[src/hw/fetch_defs.svh]
/*
 * Sizing macros for the first fetch stage and its prediction structures.
 * Include wherever a width or a table depth is needed.
 */
`ifndef FETCH_DEFS_SVH
`define FETCH_DEFS_SVH

`define SIZE_PC      32   // program counter width.
`define FETCH_WIDTH  4    // instruction slots per bundle.
`define INST_WIDTH   32   // one instruction word.

`define BTB_DEPTH    64   // target buffer sets, four slot words each.
`define BP_DEPTH     256  // two-bit counter entries.
`define RAS_DEPTH    8    // return address stack entries, power of two.
`define CACHE_LINES  32   // direct-mapped cache lines, one bundle each.

`endif
[src/hw/fetchPkg.sv]
/*
 * Shared types of the fetch stage: PC and instruction vectors, the control
 * type encoding and the records passed between the stage and its environment.
 */
`include "fetch_defs.svh"

package fetchPkg;

	typedef logic [`SIZE_PC-1:0] pcT;                    // a fetch or target address.
	typedef logic [`INST_WIDTH-1:0] instT;               // one instruction word.
	typedef instT [`FETCH_WIDTH-1:0] bundleT;            // slot 0 in the low word.

	// encoding follows the control type field of the update queue.
	typedef enum logic [1:0] {
		CT_RETURN = 2'd0,
		CT_CALL   = 2'd1,
		CT_JUMP   = 2'd2,
		CT_BRANCH = 2'd3
	} ctrlTypeE;

	typedef struct packed {
		logic     btbHit;                                // target buffer hit for this slot.
		logic     prediction;                            // counter msb.
		ctrlTypeE ctrlType;                              // stored control type.
		pcT       target;                                // stack top for a return.
	} slotPredT;

	typedef struct packed {
		logic     updateEn;                              // record is valid.
		pcT       pc;                                    // pc of the control instruction.
		pcT       target;                                // resolved target.
		ctrlTypeE brType;                                // resolved control type.
		logic     dir;                                   // resolved direction, 1 is taken.
	} updateT;

	typedef struct packed {
		logic flag;                                      // redirect is valid.
		pcT   pc;                                        // redirect target.
	} redirectT;

	typedef struct packed {
		logic flagRecover;                               // decode repair is valid.
		logic flagCall;                                  // missed call, push callPc.
		pcT   callPc;                                    // return address of that call.
		logic flagRtr;                                   // missed return, target is stack top.
		pcT   target;                                    // direct target from decode.
	} decodeFixT;

	typedef struct packed {
		logic   wrEnable;                                // refill strobe.
		pcT     wrAddr;                                  // address inside the line.
		bundleT line;                                    // line data.
	} refillT;

endpackage

[src/hw/returnAddressStack.sv]
/*
 * Circular return address stack. A push writes above the top pointer and a
 * pop moves the pointer down; the top entry is read combinationally.
 * When full, the pointer wraps and the oldest entry is overwritten.
 */
`timescale 1ns/10ps
`include "fetch_defs.svh"

module returnAddressStack (
	input  logic         clk,
	input  logic         reset,
	input  logic         push_i,
	input  fetchPkg::pcT pushAddr_i,
	input  logic         pop_i,
	output fetchPkg::pcT top_o
);
	import fetchPkg::*;

	localparam int PtrW = $clog2(`RAS_DEPTH);

	pcT              stack [`RAS_DEPTH];
	logic [PtrW-1:0] tos;                                // points at the current top.

	always_ff @(posedge clk)
	begin
		if (reset)
		begin
			tos <= '0;
			for (int i = 0; i < `RAS_DEPTH; i++)
				stack[i] <= '0;                          // empty stack reads as zero.
		end
		else if (push_i)
		begin
			tos                <= tos + 1'b1;            // wraps on overflow.
			stack[tos + 1'b1]  <= pushAddr_i;
		end
		else if (pop_i)
			tos <= tos - 1'b1;
	end

	assign top_o = stack[tos];

	// the stage selects at most one stack effect per cycle.
	assert property (@(posedge clk) disable iff (reset) !(push_i && pop_i));

endmodule

[config.mk]
export PLATFORM = sky130hd
export DESIGN_NAME = returnAddressStack
export DESIGN_NICKNAME = d
export VERILOG_FILES = /design/src/hw/fetchPkg.sv /design/src/hw/returnAddressStack.sv
export VERILOG_INCLUDE_DIRS = /design/src /design/src/hw
export SDC_FILE = /design/constraint.sdc
export NUM_CORES = 1
export LEC_CHECK = 0
export ABC_CLOCK_PERIOD_IN_PS = 2300
export BUFFER_PORTS_ARGS = -buffer_cell sky130_fd_sc_hd__buf_2
export CORE_ASPECT_RATIO = 0.5
export CORE_MARGIN = 4
export CORE_UTILIZATION = 55
export CTS_CLUSTER_DIAMETER = 200
export DETAILED_ROUTE_END_ITERATION = 8
export GPL_ROUTABILITY_DRIVEN = 1
export PLACE_DENSITY = 0.76
export SKIP_LAST_GASP = 1
export SLEW_MARGIN = 20
export SYNTH_ARGS = -nofsm -noshare
export SYNTH_HDL_FRONTEND = slang
export SYNTH_SLANG_ARGS = --single-unit
[constraint.sdc]
create_clock -name clk -period 2.3 [get_ports clk]
set_input_delay 0.46 -clock clk [delete_from_list [all_inputs] [get_ports clk]]
set_output_delay 0.46 -clock clk [all_outputs]
set_load 0.02 [all_outputs]
==> run_results.csv <==
group,metric,value,unit
yosys,avgSynthCellArea,16.93,sq um
placement,place_area,12670,sq um
global_routing,use_met3,3.518,%
sta,fin_crit_sh,114.6,%
min_path,min_from,"pushAddr_i[16]",
setup_path,r2r_start,"tos[1]",
pwr,leakage,5.161,nW
sta,maxSlewHeadroom,68.87,%
setup_path,path_buf_inv,4,
setup_path,worstSetupStartpointType,"flip-flop",
global_routing,use_met1,32.09,%
final_layout,drive_gt1_share,30.66,%
setup_path,cp.required,1.84,ns
setup_path,worstSetupEndpointType,"primary output",
yosys,synth_edf_count,256,
sta,min_period,2.636,ns
drt,wl,26550,um
yosys,syn_nets,733,
die,ios,68,
setup_path,critPathMaxStageDelay,0.51,ns
drt,wl_per_cell,24.52,um
global_routing,first_global_vias,6710,
drt,via_count,6405,
flow_run,max_cap_viol_count,0,
clock_tree,cts_buffer_depth,3,
global_routing,grt_pass1_wl,40530,um
pwr,p_total,10.93,mW
sta,finalClockSkew,0.007578,ns
sta,final_hold_viol_count,0,
yosys,postSynth.asyncResetShare,0,%
sta,fin_ws,-0.3357,ns
setup_path,slowest_stage,"mux4_2",
clock_tree,htreeDepth,1,
global_routing,met2_usage,37.07,%
global_routing,grt_overflow,0,
sta,worst_pin_slew,0.4669,ns
die,die_x,214.8,um
setup_path,path_max_fanout,6,
clock_tree,clk_latency,0.51,ns
min_path,worstHoldPathType,"primary input to flip-flop",
sta,max_freq,379.4,MHz
drt,post_drt_via_cell_ratio,5.914,
sta,finalSetupViolCount,32,
yosys,synth.top_cells.by_area,"edfxtp_1 (65%), and2_1 (14%), mux4_2 (10%), mux2_2 (3.1%), mux4_1 (2.7%)",
setup_path,critPathMostFrequentCell,"buf_12",
die,fp.dieArea,23930,sq um
yosys,synth_area_leader_cell,"edfxtp_1",
yosys,synth_top_area_share,65.35,%
global_routing,antenna_found_initial,3,
placement,place.port_buffers,67,
yosys,syn-cell-area,11760,sq um
yosys,synthCells,695,
final_layout,syn_to_final_growth,16.50,%
yosys,ys_types,30,
placement,place_hpwl,14710,um
clock_tree,cts_root_buffer,"clkbuf_16",
setup_path,crit_path_cell_trace,"buf_12 > buf_12 > buf_16 > mux4_2 > mux2_4 > buf_6",
global_routing,grt_max_degree,53,
global_routing,globalRoute.busiestLayer,"met2",
clock_tree,clk_pin_slew,0.07,ns
clock_tree,cts_num_sinks,262,
placement,place.gp.congestion,0.7518,
final_layout,mostFrequentLayoutCells,"and2_1 (256), edfxtp_1 (256), buf_2 (55)",
final_layout,finalInstanceArea,13700,sq um
sta,drv_slew,0,
outcome,outcome,"finished, violations left",
sta,fin_hold_ws,0.3073,ns
pwr,power.density,797.3,nW/um^2
drt,drc,0,
drt,dr.pass1.iters,6,
clock_tree,numCtsBuffers,24,
outcome,violations,"setup timing",
pwr,ir_drop,424.0,uV
die,die_h,111.4,um
setup_path,path_class,"flip-flop to primary output",
final_layout,nNetsFinal,831,
drt,drtIter0Drc,610,
yosys,seq_area_frac_synth,66.37,%
setup_path,critPathTopFamily,"multiplexers",
global_routing,grt_usage,22.30,%
yosys,synthFlopType,"edfxtp_1",
die,core_area,20790,sq um
drt,postRouteAntennaNets,0,
die,rows,37,
setup_path,arrival,2.18,ns
yosys,yosys_warnings,0,
yosys,synth_seq_cells,262,
clock_tree,cts_tree,"built",
die,initial_core_util,56.59,%
sta,rsz0062_at_grt,"true",
## synthesized netlist by cell type (6+ instances only)
library cell and n:
and2_1 256, buf_2 7, buf_4 6, buf_6 7
clkbuf_1 23, dfxtp_1 6, edfxtp_1 256, mux2_2 32
mux4_1 12, mux4_2 52, nor2_1 7, or2_2 8
## metal layers
| metal | wire, um | up-vias |
|---|---|---|
| li1 | - | 2781 |
| met4 | 463 | 2 |
| met5 | 13 | - |
| met2 | 12710 | 274 |
| met1 | 11150 | 3305 |
| met3 | 2219 | 43 |
## area by class of cell
class | count | area [sq um]
fillers | 1416 | 7082
multi-input cells | 387 | 3760
repair buffers | 116 | 1074
diodes | 1 | 2.502
inverters | 2 | 7.507
flip-flops and latches | 262 | 7814
clock buffers | 34 | 669.4
well taps | 273 | 341.6
clock inverters | 8 | 36.28
## worst paths after layout
| path | endpoint | slack, ns | cells past startpoint |
|---|---|---|---|
| worst max-delay path | top_o[23] | -0.34 | 6 |
| worst min-delay path | stack[5][16] | 0.31 | 2 |
| worst max register to register | stack[5][11] | 0.13 | 6 |
| worst min register to register | flip-flop | 0.55 | 2 |
## where the power goes
| part | switching, mW | internal, mW | total (mW) |
|---|---|---|---|
| combinational | 0.855 | 0.802 | 1.66 |
| sequential | 0.0898 | 5.53 | 5.62 |
| clock | 1.63 | 2.02 | 3.65 |
| total | 2.57 | 8.36 | 10.9 |
## through the flow
stage | utilization, % | std cells | setup WS, ns | TNS, ns
6_report | 65.93 | 1083 | -0.3357 | -9.575
5_1_grt | 65.93 | 1083 | -0.3940 | -11.45
4_1_cts | 65.55 | 1081 | -0.3388 | -9.852
3_5_place_dp | 60.98 | 1031 | 0.1536 | 0
3_3_place_gp | 60.98 | 1031 | 0.2065 | 0
2_1_floorplan | - | 695 | 0.09379 | 0
## flip-flops by register name, indices dropped and copies added, names as in the netlist, named ones only
signal  cells
stack     256
tos         3
## kinds of logic after synthesis
logic type | Yosys count | share of synthesized area, %
adders and majority gates | 2 | 0.2127
AOI/OAI and AO/OA | 3 | 0.1808
xor gates and xnor gates | 3 | 0.2234
and+or+nand+nor | 283 | 15.14
DFF | 262 | 66.37
buffers and inverters | 46 | 2.180
muxes | 96 | 15.70
## repair_timing
| item | CTS | global route |
|---|---|---|
| cloned | 4 | 1 |
| buffers inserted | 4 | 0 |
| gates resized for setup | 27 | 15 |
| hold buffers | 0 | 0 |
| endpoints found under the setup margin | 32 | 32 |
(Power assumes the default switching activity.)
