--- config.mk ---
export PLATFORM = sky130hd
export DESIGN_NAME = instCache
export DESIGN_NICKNAME = d
export VERILOG_FILES = /design/src/hw/fetchPkg.sv /design/src/hw/instCache.sv
export VERILOG_INCLUDE_DIRS = /design/src /design/src/hw
export SDC_FILE = /design/constraint.sdc
export NUM_CORES = 2
export LEC_CHECK = 0
export BUFFER_PORTS_ARGS = -buffer_cell sky130_fd_sc_hd__buf_2
export CORE_AREA = 10 10 872 874
export DETAILED_ROUTE_END_ITERATION = 12
export DIE_AREA = 0 0 882 884
export PLACE_DENSITY = 0.49
export SYNTH_ARGS = -nofsm -noshare
export SYNTH_HDL_FRONTEND = slang
export SYNTH_MEMORY_MAX_BITS = 65536
export SYNTH_SLANG_ARGS = --single-unit
--- constraint.sdc ---
create_clock -name clk -period 28.9 [get_ports clk]
set_input_delay 5.78 -clock clk [delete_from_list [all_inputs] [get_ports clk]]
set_output_delay 5.78 -clock clk [all_outputs]
set_load 0.01 [all_outputs]
--- src/hw/fetch_defs.svh ---
/*
 * Sizing macros for the first fetch stage and its prediction structures.
 * Include wherever a width or a table depth is needed.
 */
`ifndef FETCH_DEFS_SVH
`define FETCH_DEFS_SVH

`define SIZE_PC      32   // program counter width.
`define FETCH_WIDTH  4    // instruction slots per bundle.
`define INST_WIDTH   32   // one instruction word.

`define BTB_DEPTH    64   // target buffer sets, four slot words each.
`define BP_DEPTH     256  // two-bit counter entries.
`define RAS_DEPTH    8    // return address stack entries, power of two.
`define CACHE_LINES  32   // direct-mapped cache lines, one bundle each.

`endif
--- src/hw/fetchPkg.sv ---
/*
 * Shared types of the fetch stage: PC and instruction vectors, the control
 * type encoding and the records passed between the stage and its environment.
 */
`include "fetch_defs.svh"

package fetchPkg;

	typedef logic [`SIZE_PC-1:0] pcT;                    // a fetch or target address.
	typedef logic [`INST_WIDTH-1:0] instT;               // one instruction word.
	typedef instT [`FETCH_WIDTH-1:0] bundleT;            // slot 0 in the low word.

	// encoding follows the control type field of the update queue.
	typedef enum logic [1:0] {
		CT_RETURN = 2'd0,
		CT_CALL   = 2'd1,
		CT_JUMP   = 2'd2,
		CT_BRANCH = 2'd3
	} ctrlTypeE;

	typedef struct packed {
		logic     btbHit;                                // target buffer hit for this slot.
		logic     prediction;                            // counter msb.
		ctrlTypeE ctrlType;                              // stored control type.
		pcT       target;                                // stack top for a return.
	} slotPredT;

	typedef struct packed {
		logic     updateEn;                              // record is valid.
		pcT       pc;                                    // pc of the control instruction.
		pcT       target;                                // resolved target.
		ctrlTypeE brType;                                // resolved control type.
		logic     dir;                                   // resolved direction, 1 is taken.
	} updateT;

	typedef struct packed {
		logic flag;                                      // redirect is valid.
		pcT   pc;                                        // redirect target.
	} redirectT;

	typedef struct packed {
		logic flagRecover;                               // decode repair is valid.
		logic flagCall;                                  // missed call, push callPc.
		pcT   callPc;                                    // return address of that call.
		logic flagRtr;                                   // missed return, target is stack top.
		pcT   target;                                    // direct target from decode.
	} decodeFixT;

	typedef struct packed {
		logic   wrEnable;                                // refill strobe.
		pcT     wrAddr;                                  // address inside the line.
		bundleT line;                                    // line data.
	} refillT;

endpackage

--- src/hw/instCache.sv ---
/*
 * Direct-mapped instruction cache holding one fetch bundle per line.
 * Lookup is combinational from the fetch PC and reports a miss with the
 * line address; a refill strobe writes the line and its tag at the edge.
 */
`timescale 1ns/10ps
`include "fetch_defs.svh"

module instCache (
	input  logic             clk,
	input  logic             reset,
	input  fetchPkg::pcT     pc_i,
	input  fetchPkg::refillT refill_i,
	output fetchPkg::bundleT bundle_o,
	output logic             miss_o,
	output fetchPkg::pcT     missAddr_o
);
	import fetchPkg::*;

	localparam int OffW = $clog2(`FETCH_WIDTH * `INST_WIDTH / 8); // bytes per line.
	localparam int IdxW = $clog2(`CACHE_LINES);
	localparam int TagW = `SIZE_PC - IdxW - OffW;

	bundleT                   lineMem [`CACHE_LINES];
	logic [TagW-1:0]          tagMem [`CACHE_LINES];
	logic [`CACHE_LINES-1:0]  valid;                     // all lines invalid after reset.
	logic [IdxW-1:0]          rdIdx;
	logic [IdxW-1:0]          wrIdx;

	assign rdIdx = pc_i[OffW +: IdxW];
	assign wrIdx = refill_i.wrAddr[OffW +: IdxW];

	always_ff @(posedge clk)
	begin
		if (reset)
			valid <= '0;
		else if (refill_i.wrEnable)
			valid[wrIdx] <= 1'b1;
	end

	always_ff @(posedge clk)
	begin
		if (refill_i.wrEnable)
		begin
			lineMem[wrIdx] <= refill_i.line;
			tagMem[wrIdx]  <= refill_i.wrAddr[`SIZE_PC-1 -: TagW];
		end
	end

	assign bundle_o   = lineMem[rdIdx];
	assign miss_o     = !valid[rdIdx] || (tagMem[rdIdx] != pc_i[`SIZE_PC-1 -: TagW]);
	assign missAddr_o = {pc_i[`SIZE_PC-1:OffW], {OffW{1'b0}}}; // line aligned.

endmodule

==> run_results.csv <==
group,metric,value,unit
timing,setup_viol,0,
grt,antenna_found_initial,135,
floorplanning,dieWidth,882,um
grt,grt_pass1_wl,735000,um
timing,fin_crit,17.50,ns
cts,cts_resized,0,
logic_synthesis,ys_warn_count,0,
logic_synthesis,ys_seq_area_share,78.8,%
cts,clock-sinks,4864,
layout,nNetsFinal,8396,
cts,cts_made_buffers,459,
drt,antenna_left,0,
layout,drive_gt1_share,31.6,%
cts,insertion_delay,1.02,ns
logic_synthesis,synthFlopType,"edfxtp_1",
grt,grt-ovfl-total,0,
cts,path_clk_slew,0.06,ns
placement,hpwl,285000,um
logic_synthesis,synth_async_sr_flop_share,0,%
critical_path,cp_top_family,"buffers and inverters",
layout,syn_to_final_growth,16.0,%
power_and_ir_drop,leakagePower,65.3,nW
critical_path,path_class,"in -> out",
grt,grt_pass1_vias,89200,
cts,cts_setup_buffers,0,
grt,grt_max_degree,164,
layout,nFillCells,71700,
timing,tightest_slew,1.21,ns
cts,htree_num_levels,5,
drt,drcViolationCount,0,
critical_path,required,23.12,ns
placement,port_buffers,343,
logic_synthesis,synth_cell_types,61,
logic_synthesis,ys_ff_latch,4864,
floorplanning,die-area,780000,um2
cts,cts_buffer_depth,4,
power_and_ir_drop,clkPwrFrac,41.4,%
floorplanning,die_height,884,um
critical_path,cp_slowest_stage_delay,0.95,ns
timing,finalClockSkew,0,ns
critical_path,cp.depth,10,
logic_synthesis,synth_edf_count,4832,
drt,drt-initial-drc-count,8139,
logic_synthesis,syn_area,185000,um2
floorplanning,row_count,317,
floorplanning,initial_utilization,24.9,%
power_and_ir_drop,p_switching,3.16,mW
timing,rsz0062_at_grt,"no",
drt,wl,532000,um
timing,final_max_slew_viol_count,0,
power_and_ir_drop,p_int,11.5,mW
drt,viasPerCell,4.57,
timing,setup_tns,0,ns
critical_path,crit_slowest_cell,"buf_4",
critical_path,endpoint_kind,"primary output",
drt,wire_per_inst,28.7,um
drt,dr_total_vias,84600,
timing,post-route-period-util,60.6,%
timing,fmax,0.0571,GHz
critical_path,crit_top_cell,"buf_4",
floorplanning,coreArea,743000,um2
placement,gp_congestion,0.722,
critical_path,crit_chain,"buf_12 > buf_12 > buf_4 > buf_4 > buf_4 > mux4_2 > mux4_2 > nand2_1 > nand2_1 > buf_2",
critical_path,rr_worst_depth,2,
power_and_ir_drop,power_frac_comb,5.1,%
timing,hold_viol,0,
worst_hold_path,min_path_cells,2,
drt,drtPass1Iterations,5,
logic_synthesis,avgSynthCellArea,24.3,um2
critical_path,worst_setup_path_start_kind,"primary input",
run,drv_cap,0,
power_and_ir_drop,power_density,68.4,nW/um2
critical_path,critPathBufInv,6,
cts,cts_hold_buf,0,
worst_hold_path,min_path_type,"reg -> reg",
floorplanning,io_pins,356,
grt,grt_usage,13.2,%
critical_path,crit_fanout,91,
cts,root_buffer,"clkbuf_16",
power_and_ir_drop,seqPwrFrac,53.5,%
logic_synthesis,synth_cells,7608,
timing,slew_headroom,19.6,%
power_and_ir_drop,vdd_drop_max,0.0594,mV
power_and_ir_drop,switching_share,21.5,%
outcome,status,"finished, final reports clean",
critical_path,arrival,11.72,ns
layout,final_core_util,28.9,%
cts,cts_tree,"done",
-- path summary, 6_finish.rpt --
check,startpoint,endpoint,slack [ns]
worst min-delay path,valid[8]$_SDFFE_PP0P_,valid[8]$_SDFFE_PP0P_,0.47
worst min register to register,valid[8]$_SDFFE_PP0P_,valid[8]$_SDFFE_PP0P_,0.47
worst max register to register,valid[25]$_SDFFE_PP0P_,valid[25]$_SDFFE_PP0P_,28.25
worst max-delay path,pc_i[4],bundle_o[35],11.40
-- worst reg2reg max path: cells and delay by family, from the launching register on --
family,cells,cell delay (ns)
flip-flops,1,0.32
AND/OR/NAND/NOR,2,0.20
-- per-stage QoR --
| step | std cells | setup WS (ns) | hold slack (ns) | area, um2 | power [mW] |
|---|---|---|---|---|---|
| floorplan | 7611 | 15.07 | 0.432 | 185000 | 8.44 |
| global route | 18500 | 10.70 | 0.496 | 214000 | 15.2 |
| detailed placement | 17600 | 11.16 | 0.458 | 199000 | 8.79 |
| finish | 18500 | 11.40 | 0.468 | 214000 | 14.7 |
| CTS | 18500 | 11.17 | 0.472 | 214000 | 14.9 |
| global placement | 17600 | 11.22 | 0.456 | 199000 | 8.77 |
-- cell usage after synthesis, drive strengths merged, types with 4 or more instances --
cell     count  share of area [%]
nor2b       14              0.047
o221ai      16              0.076
a22o         5              0.024
xnor2        6              0.028
a221oi       4              0.022
o21ai       11              0.032
a21oi       22              0.060
xor2        14              0.066
mux4      1446                 18
a2111oi      5              0.024
edfxtp    4832                 78
buf        257               0.76
a21o         5              0.020
nand3b       6              0.024
mux2        17               0.10
a22oi        9              0.037
nor3         7              0.019
and2         6              0.020
nand2b       8              0.027
a32oi        5              0.024
nand3       10              0.027
clkbuf     165               0.33
or3          4              0.014
dfxtp       32               0.35
o22ai       19              0.064
and3         7              0.024
nor4         4              0.014
a31oi        7              0.024
nor2       115               0.23
mux2i       55               0.30
a211oi      14              0.057
inv         10              0.020
nand2      435               0.88
a311oi       4              0.019
-- layout by cell type (no fill, tap or decap), types with 7 or more instances in the layout --
master | Yosys | layout
edfxtp_1 | 4832 | 4832
mux4_2 | 1441 | 1441
clkbuf_16 | 0 | 461
nand2_1 | 435 | 435
buf_2 | 137 | 339
buf_4 | 47 | 178
clkinv_1 | 0 | 104
clkinv_2 | 0 | 86
nor2_1 | 115 | 83
clkbuf_1 | 165 | 78
mux2i_1 | 55 | 55
bufinv_16 | 0 | 50
diode_2 | 0 | 48
nor2_4 | 0 | 32
buf_12 | 0 | 32
dfxtp_1 | 32 | 32
clkinvlp_4 | 0 | 23
a21oi_1 | 22 | 22
o22ai_1 | 19 | 19
clkinv_16 | 0 | 19
mux2_2 | 17 | 17
o221ai_1 | 16 | 16
nor2b_1 | 14 | 14
xor2_1 | 14 | 14
a211oi_1 | 14 | 14
nand3_1 | 10 | 10
o21ai_0 | 10 | 10
a22oi_1 | 9 | 9
nand2b_1 | 8 | 8
inv_1 | 8 | 8
inv_6 | 0 | 8
a31oi_1 | 7 | 7
nor3_1 | 7 | 7
and3_1 | 7 | 7
-- power by group through the flow --
stage | clock (mW) | combinational, mW | sequential, mW
floorplan | 0 | 0.429 | 8.02
global placement | 0 | 0.762 | 8.00
detailed placement | 0 | 0.776 | 8.01
CTS | 6.22 | 0.777 | 7.86
global route | 6.49 | 0.810 | 7.86
finish | 6.07 | 0.750 | 7.86
-- registers in the layout, indices dropped and copies added, names as in the netlist --
register,flops
tagMem,736
lineMem,4096
valid,32
-- metal layers --
| metal | GRT usage, % | vias up | wire length, um |
|---|---|---|---|
| met2 | 24.0 | 2451 | 280000 |
| met5 | 0 | - | 230 |
| li1 | - | 33900 | - |
| met4 | 2.99 | 34 | 12100 |
| met1 | 16.5 | 47600 | 211000 |
| met3 | 2.15 | 710 | 28300 |
-- layout make-up --
class | count | area (um2) | share of cell area, %
sequential | 4864 | 146000 | 67.9
multi-input combinational | 2315 | 37400 | 17.4
tap | 9889 | 12400 | 5.77
clock buffer | 541 | 11900 | 5.53
timing repair buffer | 551 | 3700 | 1.73
clock inverter | 302 | 3280 | 1.53
antenna | 48 | 120 | 0.0560
inverter | 10 | 52.6 | 0.0245
-- logic make-up (layout without fill, tap and decap cells) --
logic type | Yosys count | in the layout | synth area share [%]
compound gates | 147 | 147 | 0.583
xor+xnor | 20 | 20 | 0.0947
buf+inv | 432 | 1404 | 1.11
flops | 4864 | 4864 | 78.8
mux | 1518 | 1518 | 18.0
other cells | 1 | 52 | 0.00203
simple gates | 626 | 626 | 1.37
(Power assumes the default switching activity.)
