**config.mk**
```make
export PLATFORM = sky130hd
export DESIGN_NAME = branchPredictor
export DESIGN_NICKNAME = d
export VERILOG_FILES = /design/src/hw/fetchPkg.sv /design/src/hw/branchPredictor.sv
export VERILOG_INCLUDE_DIRS = /design/src /design/src/hw
export SDC_FILE = /design/constraint.sdc
export NUM_CORES = 1
export LEC_CHECK = 0
export BUFFER_PORTS_ARGS = -buffer_cell sky130_fd_sc_hd__buf_2
export CAP_MARGIN = 15
export CORE_UTILIZATION = 45
export CTS_BUF_LIST = sky130_fd_sc_hd__clkbuf_8 sky130_fd_sc_hd__clkbuf_16
export CTS_CLUSTER_SIZE = 16
export DETAILED_ROUTE_END_ITERATION = 12
export GPL_ROUTABILITY_DRIVEN = 0
export PLACE_DENSITY = 0.66
export SLEW_MARGIN = 0
export SYNTH_ARGS = -nofsm -noshare
export SYNTH_HDL_FRONTEND = slang
export SYNTH_SLANG_ARGS = --single-unit
```
**constraint.sdc**
```tcl
create_clock -name clk -period 4.4 [get_ports clk]
set_input_delay 0.22 -clock clk [delete_from_list [all_inputs] [get_ports clk]]
set_output_delay 0.22 -clock clk [all_outputs]
set_load 0.02 [all_outputs]
```
**src/hw/fetch_defs.svh**
```systemverilog
/*
 * Sizing macros for the first fetch stage and its prediction structures.
 * Include wherever a width or a table depth is needed.
 */
`ifndef FETCH_DEFS_SVH
`define FETCH_DEFS_SVH

`define SIZE_PC      32   // program counter width.
`define FETCH_WIDTH  4    // instruction slots per bundle.
`define INST_WIDTH   32   // one instruction word.

`define BTB_DEPTH    64   // target buffer sets, four slot words each.
`define BP_DEPTH     256  // two-bit counter entries.
`define RAS_DEPTH    8    // return address stack entries, power of two.
`define CACHE_LINES  32   // direct-mapped cache lines, one bundle each.

`endif
```
**src/hw/fetchPkg.sv**
```systemverilog
/*
 * Shared types of the fetch stage: PC and instruction vectors, the control
 * type encoding and the records passed between the stage and its environment.
 */
`include "fetch_defs.svh"

package fetchPkg;

	typedef logic [`SIZE_PC-1:0] pcT;                    // a fetch or target address.
	typedef logic [`INST_WIDTH-1:0] instT;               // one instruction word.
	typedef instT [`FETCH_WIDTH-1:0] bundleT;            // slot 0 in the low word.

	// encoding follows the control type field of the update queue.
	typedef enum logic [1:0] {
		CT_RETURN = 2'd0,
		CT_CALL   = 2'd1,
		CT_JUMP   = 2'd2,
		CT_BRANCH = 2'd3
	} ctrlTypeE;

	typedef struct packed {
		logic     btbHit;                                // target buffer hit for this slot.
		logic     prediction;                            // counter msb.
		ctrlTypeE ctrlType;                              // stored control type.
		pcT       target;                                // stack top for a return.
	} slotPredT;

	typedef struct packed {
		logic     updateEn;                              // record is valid.
		pcT       pc;                                    // pc of the control instruction.
		pcT       target;                                // resolved target.
		ctrlTypeE brType;                                // resolved control type.
		logic     dir;                                   // resolved direction, 1 is taken.
	} updateT;

	typedef struct packed {
		logic flag;                                      // redirect is valid.
		pcT   pc;                                        // redirect target.
	} redirectT;

	typedef struct packed {
		logic flagRecover;                               // decode repair is valid.
		logic flagCall;                                  // missed call, push callPc.
		pcT   callPc;                                    // return address of that call.
		logic flagRtr;                                   // missed return, target is stack top.
		pcT   target;                                    // direct target from decode.
	} decodeFixT;

	typedef struct packed {
		logic   wrEnable;                                // refill strobe.
		pcT     wrAddr;                                  // address inside the line.
		bundleT line;                                    // line data.
	} refillT;

endpackage

```
**src/hw/branchPredictor.sv**
```systemverilog
/*
 * Direction predictor of two-bit saturating counters indexed by word address.
 * Each slot reads the counter of its own address; conditional branch
 * outcomes train one counter per cycle.
 */
`timescale 1ns/10ps
`include "fetch_defs.svh"

module branchPredictor (
	input  logic                    clk,
	input  logic                    reset,
	input  fetchPkg::pcT            pc_i,
	input  fetchPkg::pcT            updatePc_i,
	input  logic                    updateDir_i,
	input  logic                    updateEn_i,
	output logic [`FETCH_WIDTH-1:0] prediction_o
);
	import fetchPkg::*;

	localparam int IdxW = $clog2(`BP_DEPTH);

	logic [1:0]      ctr [`BP_DEPTH];                    // msb is the taken prediction.
	logic [IdxW-1:0] updIdx;

	assign updIdx = updatePc_i[2 +: IdxW];

	always_ff @(posedge clk)
	begin
		if (reset)
		begin
			for (int i = 0; i < `BP_DEPTH; i++)
				ctr[i] <= 2'b01;                         // weakly not taken.
		end
		else if (updateEn_i)
		begin
			if (updateDir_i && (ctr[updIdx] != 2'b11))
				ctr[updIdx] <= ctr[updIdx] + 2'b01;      // count up on taken.
			else if (!updateDir_i && (ctr[updIdx] != 2'b00))
				ctr[updIdx] <= ctr[updIdx] - 2'b01;      // count down on not taken.
		end
	end

	always_comb
	begin
		pcT slotPc;
		for (int k = 0; k < `FETCH_WIDTH; k++)
		begin
			slotPc          = pc_i + (pcT'(k) << 2);
			prediction_o[k] = ctr[slotPc[2 +: IdxW]][1];
		end
	end

endmodule

```
==> results of run 1 <==
## layer usage
metal  part of all wire  track usage  wire length (um)
met1               0.32       0.4262             45130
met4              0.085       0.2234             12030
met5             0.0013      0.01369               183
met2               0.42       0.4972             59480
met3               0.17       0.1515             24740
## power groups by stage
stage | registers, mW | logic, mW | clock network, mW
finish | 5.58 | 2.80 | 4.58
global route | 5.59 | 2.84 | 4.72
CTS | 5.57 | 2.68 | 4.55
detailed placement | 5.68 | 2.67 | 0
global placement | 5.66 | 2.63 | 0
floorplan | 5.61 | 1.84 | 0
## area by class of cell
cell class | instances | area share
antenna | 6 | 0.0003848
clock buffer | 53 | 0.03399
clock inverter | 39 | 0.009332
inverter | 5 | 0.0005773
multi-input combinational | 1680 | 0.4773
sequential | 512 | 0.3941
tap | 1040 | 0.03335
timing repair buffer | 215 | 0.05102
## Yosys cell counts, types with 18 or more instances
| cell type | count | area share |
|---|---|---|
| nand3_1 | 272 | 0.038 |
| nand2_1 | 74 | 0.0078 |
| buf_2 | 104 | 0.015 |
| a41o_1 | 258 | 0.073 |
| nor2_1 | 87 | 0.0092 |
| mux4_2 | 431 | 0.27 |
| a21oi_1 | 25 | 0.0035 |
| a22oi_1 | 20 | 0.0042 |
| clkbuf_1 | 225 | 0.024 |
| mux2i_1 | 88 | 0.025 |
| buf_1 | 26 | 0.0027 |
| edfxtp_1 | 512 | 0.43 |
| nor3_2 | 72 | 0.020 |
| nor2b_1 | 18 | 0.0032 |
| nor3_1 | 197 | 0.028 |
## critical path: cells and delay by family
| kind | cells | cell delay (ps) |
|---|---|---|
| xor gates and xnor gates | 1 | 190 |
| buffers and inverters | 4 | 1130 |
| AOI/OAI and AO/OA | 1 | 50 |
| muxes | 3 | 1530 |
| and+or+nand+nor | 1 | 90 |
| adders and majority gates | 1 | 430 |
## logic make-up after synthesis
family / share of synthesized area
compound gates: 0.09542
simple gates: 0.1147
buf+inv: 0.04997
mux: 0.3013
flops: 0.4330
xor+xnor: 0.004193
fa+ha+maj: 0.001410
## worst max-delay path by stage
stage | from | to | cells past startpoint
6_report | pc_i[3] | prediction_o[1] | 11
5_1_grt | pc_i[2] | prediction_o[2] | 10
4_1_cts | pc_i[2] | prediction_o[2] | 10
3_5_place_dp | updatePc_i[2] | ctr[145][1]$_SDFFCE_PN0P_ | 11
3_3_place_gp | updatePc_i[2] | ctr[157][1]$_SDFFCE_PN0P_ | 11
2_1_floorplan | pc_i[2] | prediction_o[1] | 13
## through the flow
| stage | cell area [sq um] | util | setup WS [ps] | power [mW] | std cells |
|---|---|---|---|---|---|
| detailed placement | 37280 | 0.4797 | 357.5 | 8.345 | 3448 |
| global route | 39000 | 0.5018 | 445.8 | 13.15 | 3544 |
| CTS | 38970 | 0.5014 | 579.1 | 12.81 | 3540 |
| floorplan | 35510 | - | 40.34 | 7.450 | 2581 |
| global placement | 37260 | 0.4794 | 417.5 | 8.296 | 3446 |
| finish | 39010 | 0.5020 | 518.1 | 12.96 | 3550 |
==> results.yml, run 1 <==
critical_path:
  crit_chain: "buf_4 -> buf_4 -> ha_1 -> xor2_4 -> buf_12 -> mux4_2 -> mux4_2 -> mux2_2 -> nor2_1 -> a21oi_1 -> buf_2"
  r2r_slack_ps: 790
  critPathMaxStageDelay_ps: 620
  slowest_stage: "mux4_2"
  r2r_start: "ctr[247][1]$_SDFFCE_PN0P_"
  worstReg2RegEnd: "ctr[210][1]$_SDFFCE_PN0P_"
  critPathKind: "in2out"
  rr_worst_depth: 11
  end_kind: "output pin"
  required_ps: 4180
  crit_arrival_ps: 3660
  cp_max_fo: 51
  start_kind: "input port"
finish:
  num-fill-cells: 6407
  drive_gt1_frac: 0.3478
  regMostFlops: "ctr"
  layout_common_cells: "edfxtp_1 (512), mux4_2 (431), nand3_1 (272), a41o_1 (258), nor3_1 (195)"
  synthToLayoutAreaGrowth_pct: 9.877
  top_regs: "ctr (512)"
  largest_register_ffs: 512
  final_common_cell: "edfxtp_1"
  multi_input_area_sq_um: 18620
  fin_nets: 2538
  register_area_sq_um: 15370
pwr:
  sw_frac_of_total: 0.2958
  power.share.combinational: 0.216
  leakage_nw: 12.31
  clkPwrFrac: 0.353
  power_frac_seq: 0.431
  power.density_nw_per_um2: 332.1
  power_switching_mw: 3.832
  vdd_ir_drop_max_mv: 0.2697
  internal_power_mw: 9.125
clocking:
  h-tree-depth: 2
  clk_latency_ps: 640
  cts_buffers: 52
  postCtsResizedCells: 0
  clock-root-buffer: "clkbuf_16"
  cts_tree: "yes"
  hold_buffers: 0
  path_clk_slew_ps: 60
  cts_setup_buffers: 0
  max-clock-path-buffers: 3
  clock-sinks: 512
logic_synthesis:
  yosysWarningCount: 0
  ys_seq_elements: 512
  synth_fp_nets: 2653
  synth-edff-count: 512
  ys_types: 63
  ys_seq_area_frac: 0.4330
  avgSynthCellArea_sq_um: 13.76
  synth_cells: 2581
  synth_ff_type: "edfxtp_1"
  syn_area_sq_um: 35510
  synthArstFlopShare: 0
timing:
  hold_viol: 0
  rsz0062_at_grt: "false"
  whs_ps: 301.4
  finalCriticalPeriod_ps: 3882
  fmax_mhz: 257.6
  timing.final.max_slew_violations: 0
  finClkSkew_ps: 26.71
  setup_violations: 0
  maxSlewHeadroom: 0.2140
  worst_pin_slew_ps: 1177
  finalCritPeriodShare: 0.8823
  tns_ps: 0
routing:
  routed_wl_mm: 141.6
  ant_nets: 0
  avgRoutedWirePerCell_um: 39.88
  drtIter0Drc: 5020
  route.detailed.drc: 0
  viasPerCell: 8.095
  vias: 28740
  firstDrtPassIters: 7
outcome:
  status: "complete, no violations"
floorplan:
  core_area_sq_um: 77720
  num_rows: 102
  fp.dieArea_sq_um: 80030
  fp.dieH_um: 282.9
  initial_utilization: 0.4569
  die_x_um: 282.9
  io_pins: 72
grt:
  overflow: 0
  grt_max_degree: 126
  grt_pass1_wl_mm: 201.1
  grt_pass1_vias: 27450
  antenna_found_initial: 5
  grt_usage: 0.3471
hold_path:
  min_from: "updatePc_i[5]"
  holdPathEnd: "ctr[200][0]$_SDFFCE_PN1P_"
  whs_path_depth: 3
  hp-class: "in2reg"
placed_design:
  io_buffer_count: 23
  dp_hpwl_mm: 93.13
flow_run:
  drv_cap: 0
(Power assumes the default switching activity.)
==> run 2, diff against run 1 <==
--- a/config.mk
+++ b/config.mk
@@ -8,12 +8,14 @@
 export LEC_CHECK = 0
 export BUFFER_PORTS_ARGS = -buffer_cell sky130_fd_sc_hd__buf_2
 export CAP_MARGIN = 15
+export CELL_PAD_IN_SITES_DETAIL_PLACEMENT = 0
+export CELL_PAD_IN_SITES_GLOBAL_PLACEMENT = 1
 export CORE_UTILIZATION = 45
 export CTS_BUF_LIST = sky130_fd_sc_hd__clkbuf_8 sky130_fd_sc_hd__clkbuf_16
 export CTS_CLUSTER_SIZE = 16
 export DETAILED_ROUTE_END_ITERATION = 12
 export GPL_ROUTABILITY_DRIVEN = 0
-export PLACE_DENSITY = 0.66
+export PLACE_DENSITY = 0.73
 export SLEW_MARGIN = 0
 export SYNTH_ARGS = -nofsm -noshare
 export SYNTH_HDL_FRONTEND = slang
==> constraint.sdc (replaced) <==
create_clock -name clk -period 3.9 [get_ports clk]
set_input_delay 0.195 -clock clk [delete_from_list [all_inputs] [get_ports clk]]
set_output_delay 0.195 -clock clk [all_outputs]
set_load 0.02 [all_outputs]
==> results.yml, run 2 (synthesis gave the netlist of run 1 again) <==
outcome:
  status: "complete, no violations"
grt:
  overflow: 0
  grt_pass1_wl_mm: 210.1
  antenna_found_initial: 5
  grt_usage: 0.3679
  grt_pass1_vias: 27680
  grt_max_degree: 174
critical_path:
  required_ps: 3700
  endpoint: "prediction_o[3]"
  end_kind: "output pin"
  r2r_start: "ctr[239][1]$_SDFFCE_PN0P_"
  cp_max_fo: 60
  r2r_slack_ps: 370
  startpoint: "pc_i[2]"
  critPathKind: "in2out"
  worstReg2RegEnd: "ctr[214][1]$_SDFFCE_PN0P_"
  rr_worst_depth: 9
  crit_arrival_ps: 3520
  start_kind: "input port"
timing:
  setup_violations: 0
  finalCritPeriodShare: 0.9514
  finalCriticalPeriod_ps: 3710
  maxSlewHeadroom: 0.2514
  worst_pin_slew_ps: 1117
  rsz0062_at_grt: "false"
  timing.final.max_slew_violations: 0
  fmax_mhz: 269.5
  finClkSkew_ps: 18.24
  tns_ps: 0
  hold_viol: 0
finish:
  top_regs: "ctr (512)"
  largest_register_ffs: 512
  final_common_cell: "edfxtp_1"
  fin_nets: 2611
  drive_gt1_frac: 0.3665
  fin_area_sq_um: 39990
  layout_common_cells: "edfxtp_1 (512), mux4_2 (431), nand3_1 (272), a41o_1 (258), buf_4 (203)"
  synthToLayoutAreaGrowth_pct: 12.63
  regMostFlops: "ctr"
clocking:
  hold_buffers: 0
  cts_buffers: 52
  clock-root-buffer: "clkbuf_16"
  postCtsResizedCells: 0
  max-clock-path-buffers: 3
  cts_tree: "yes"
  clk_latency_ps: 620
  path_clk_slew_ps: 70
  h-tree-depth: 2
  cts_setup_buffers: 0
  clock-sinks: 512
routing:
  avgRoutedWirePerCell_um: 41.28
  route.detailed.drc: 0
  routed_wl_mm: 149.7
  ant_nets: 0
  viasPerCell: 8.034
  drtIter0Drc: 5969
  vias: 29130
  firstDrtPassIters: 7
floorplan:
  die_x_um: 282.9
  fp.dieArea_sq_um: 80030
  io_pins: 72
  num_rows: 102
  core_area_sq_um: 77720
  fp.dieH_um: 282.9
  initial_utilization: 0.4569
hold_path:
  hp-class: "in2reg"
  min_from: "updatePc_i[8]"
placed_design:
  io_buffer_count: 23
  dp_hpwl_mm: 99.41
  dpl_cell_area_sq_um: 38270
flow_run:
  drv_cap: 0
pwr:
  vdd_ir_drop_max_mv: 0.3347
  leakage_nw: 12.79
  power.density_nw_per_um2: 371.0
## run 2: worst min-delay path by stage
stage	slack, ps	cells after the start	end
after global routing	310	2	ctr[202][0]$_SDFFCE_PN1P_
after detailed placement	910	2	ctr[204][1]$_SDFFCE_PN0P_
after floorplan	660	1	prediction_o[0]
after CTS	280	2	ctr[204][0]$_SDFFCE_PN1P_
final	310	2	ctr[202][0]$_SDFFCE_PN1P_
after global placement	890	3	prediction_o[0]
## run 2: critical path, stage by stage
cell	delay (ps)
buf_8	80
buf_12	360
buf_4	480
mux4_2	580
mux4_2	510
mux2_2	290
nand2_1	60
o21ai_0	180
buf_4	230
a21oi_1	180
a22oi_1	90
buf_2	170
## run 2: metrics by stage
step | hold slack, ps | utilization | power (mW) | instances | worst slack, ps
after floorplan | 659.1 | - | 8.407 | 2581 | 14.58
after global placement | 887.9 | 0.4923 | 9.625 | 3523 | -2.196
after detailed placement | 909.5 | 0.4923 | 9.684 | 3523 | -22.52
after CTS | 279.3 | 0.5140 | 14.67 | 3619 | 286.9
after global routing | 307.1 | 0.5144 | 15.06 | 3621 | 100.3
final | 312.6 | 0.5145 | 14.84 | 3626 | 189.7
## run 2: final cells by class
class	instances	area [sq um]
Antenna cell	5	12.51
Timing Repair Buffer	288	2955
Clock buffer	53	1326
Fill cell	6451	37730
Sequential cell	512	15370
Inverter	5	22.52
Clock inverter	43	360.3
Tap cell	1040	1301
Multi-Input combinational cell	1680	18640
## run 2: metal layers
| metal | GRT usage | vias to the layer above | part of all wire |
|---|---|---|---|
| li1 | - | 10870 | - |
| met1 | 0.4661 | 14580 | 0.33 |
| met2 | 0.5148 | 3013 | 0.42 |
| met3 | 0.1512 | 666 | 0.17 |
| met4 | 0.2473 | 8 | 0.083 |
| met5 | 0 | - | 0.00033 |
## run 2: power by group
group / internal (mW) / switching (mW)
logic: 1.40 / 2.01
clock network: 2.86 / 2.26
registers: 6.14 / 0.159
total: 10.4 / 4.44
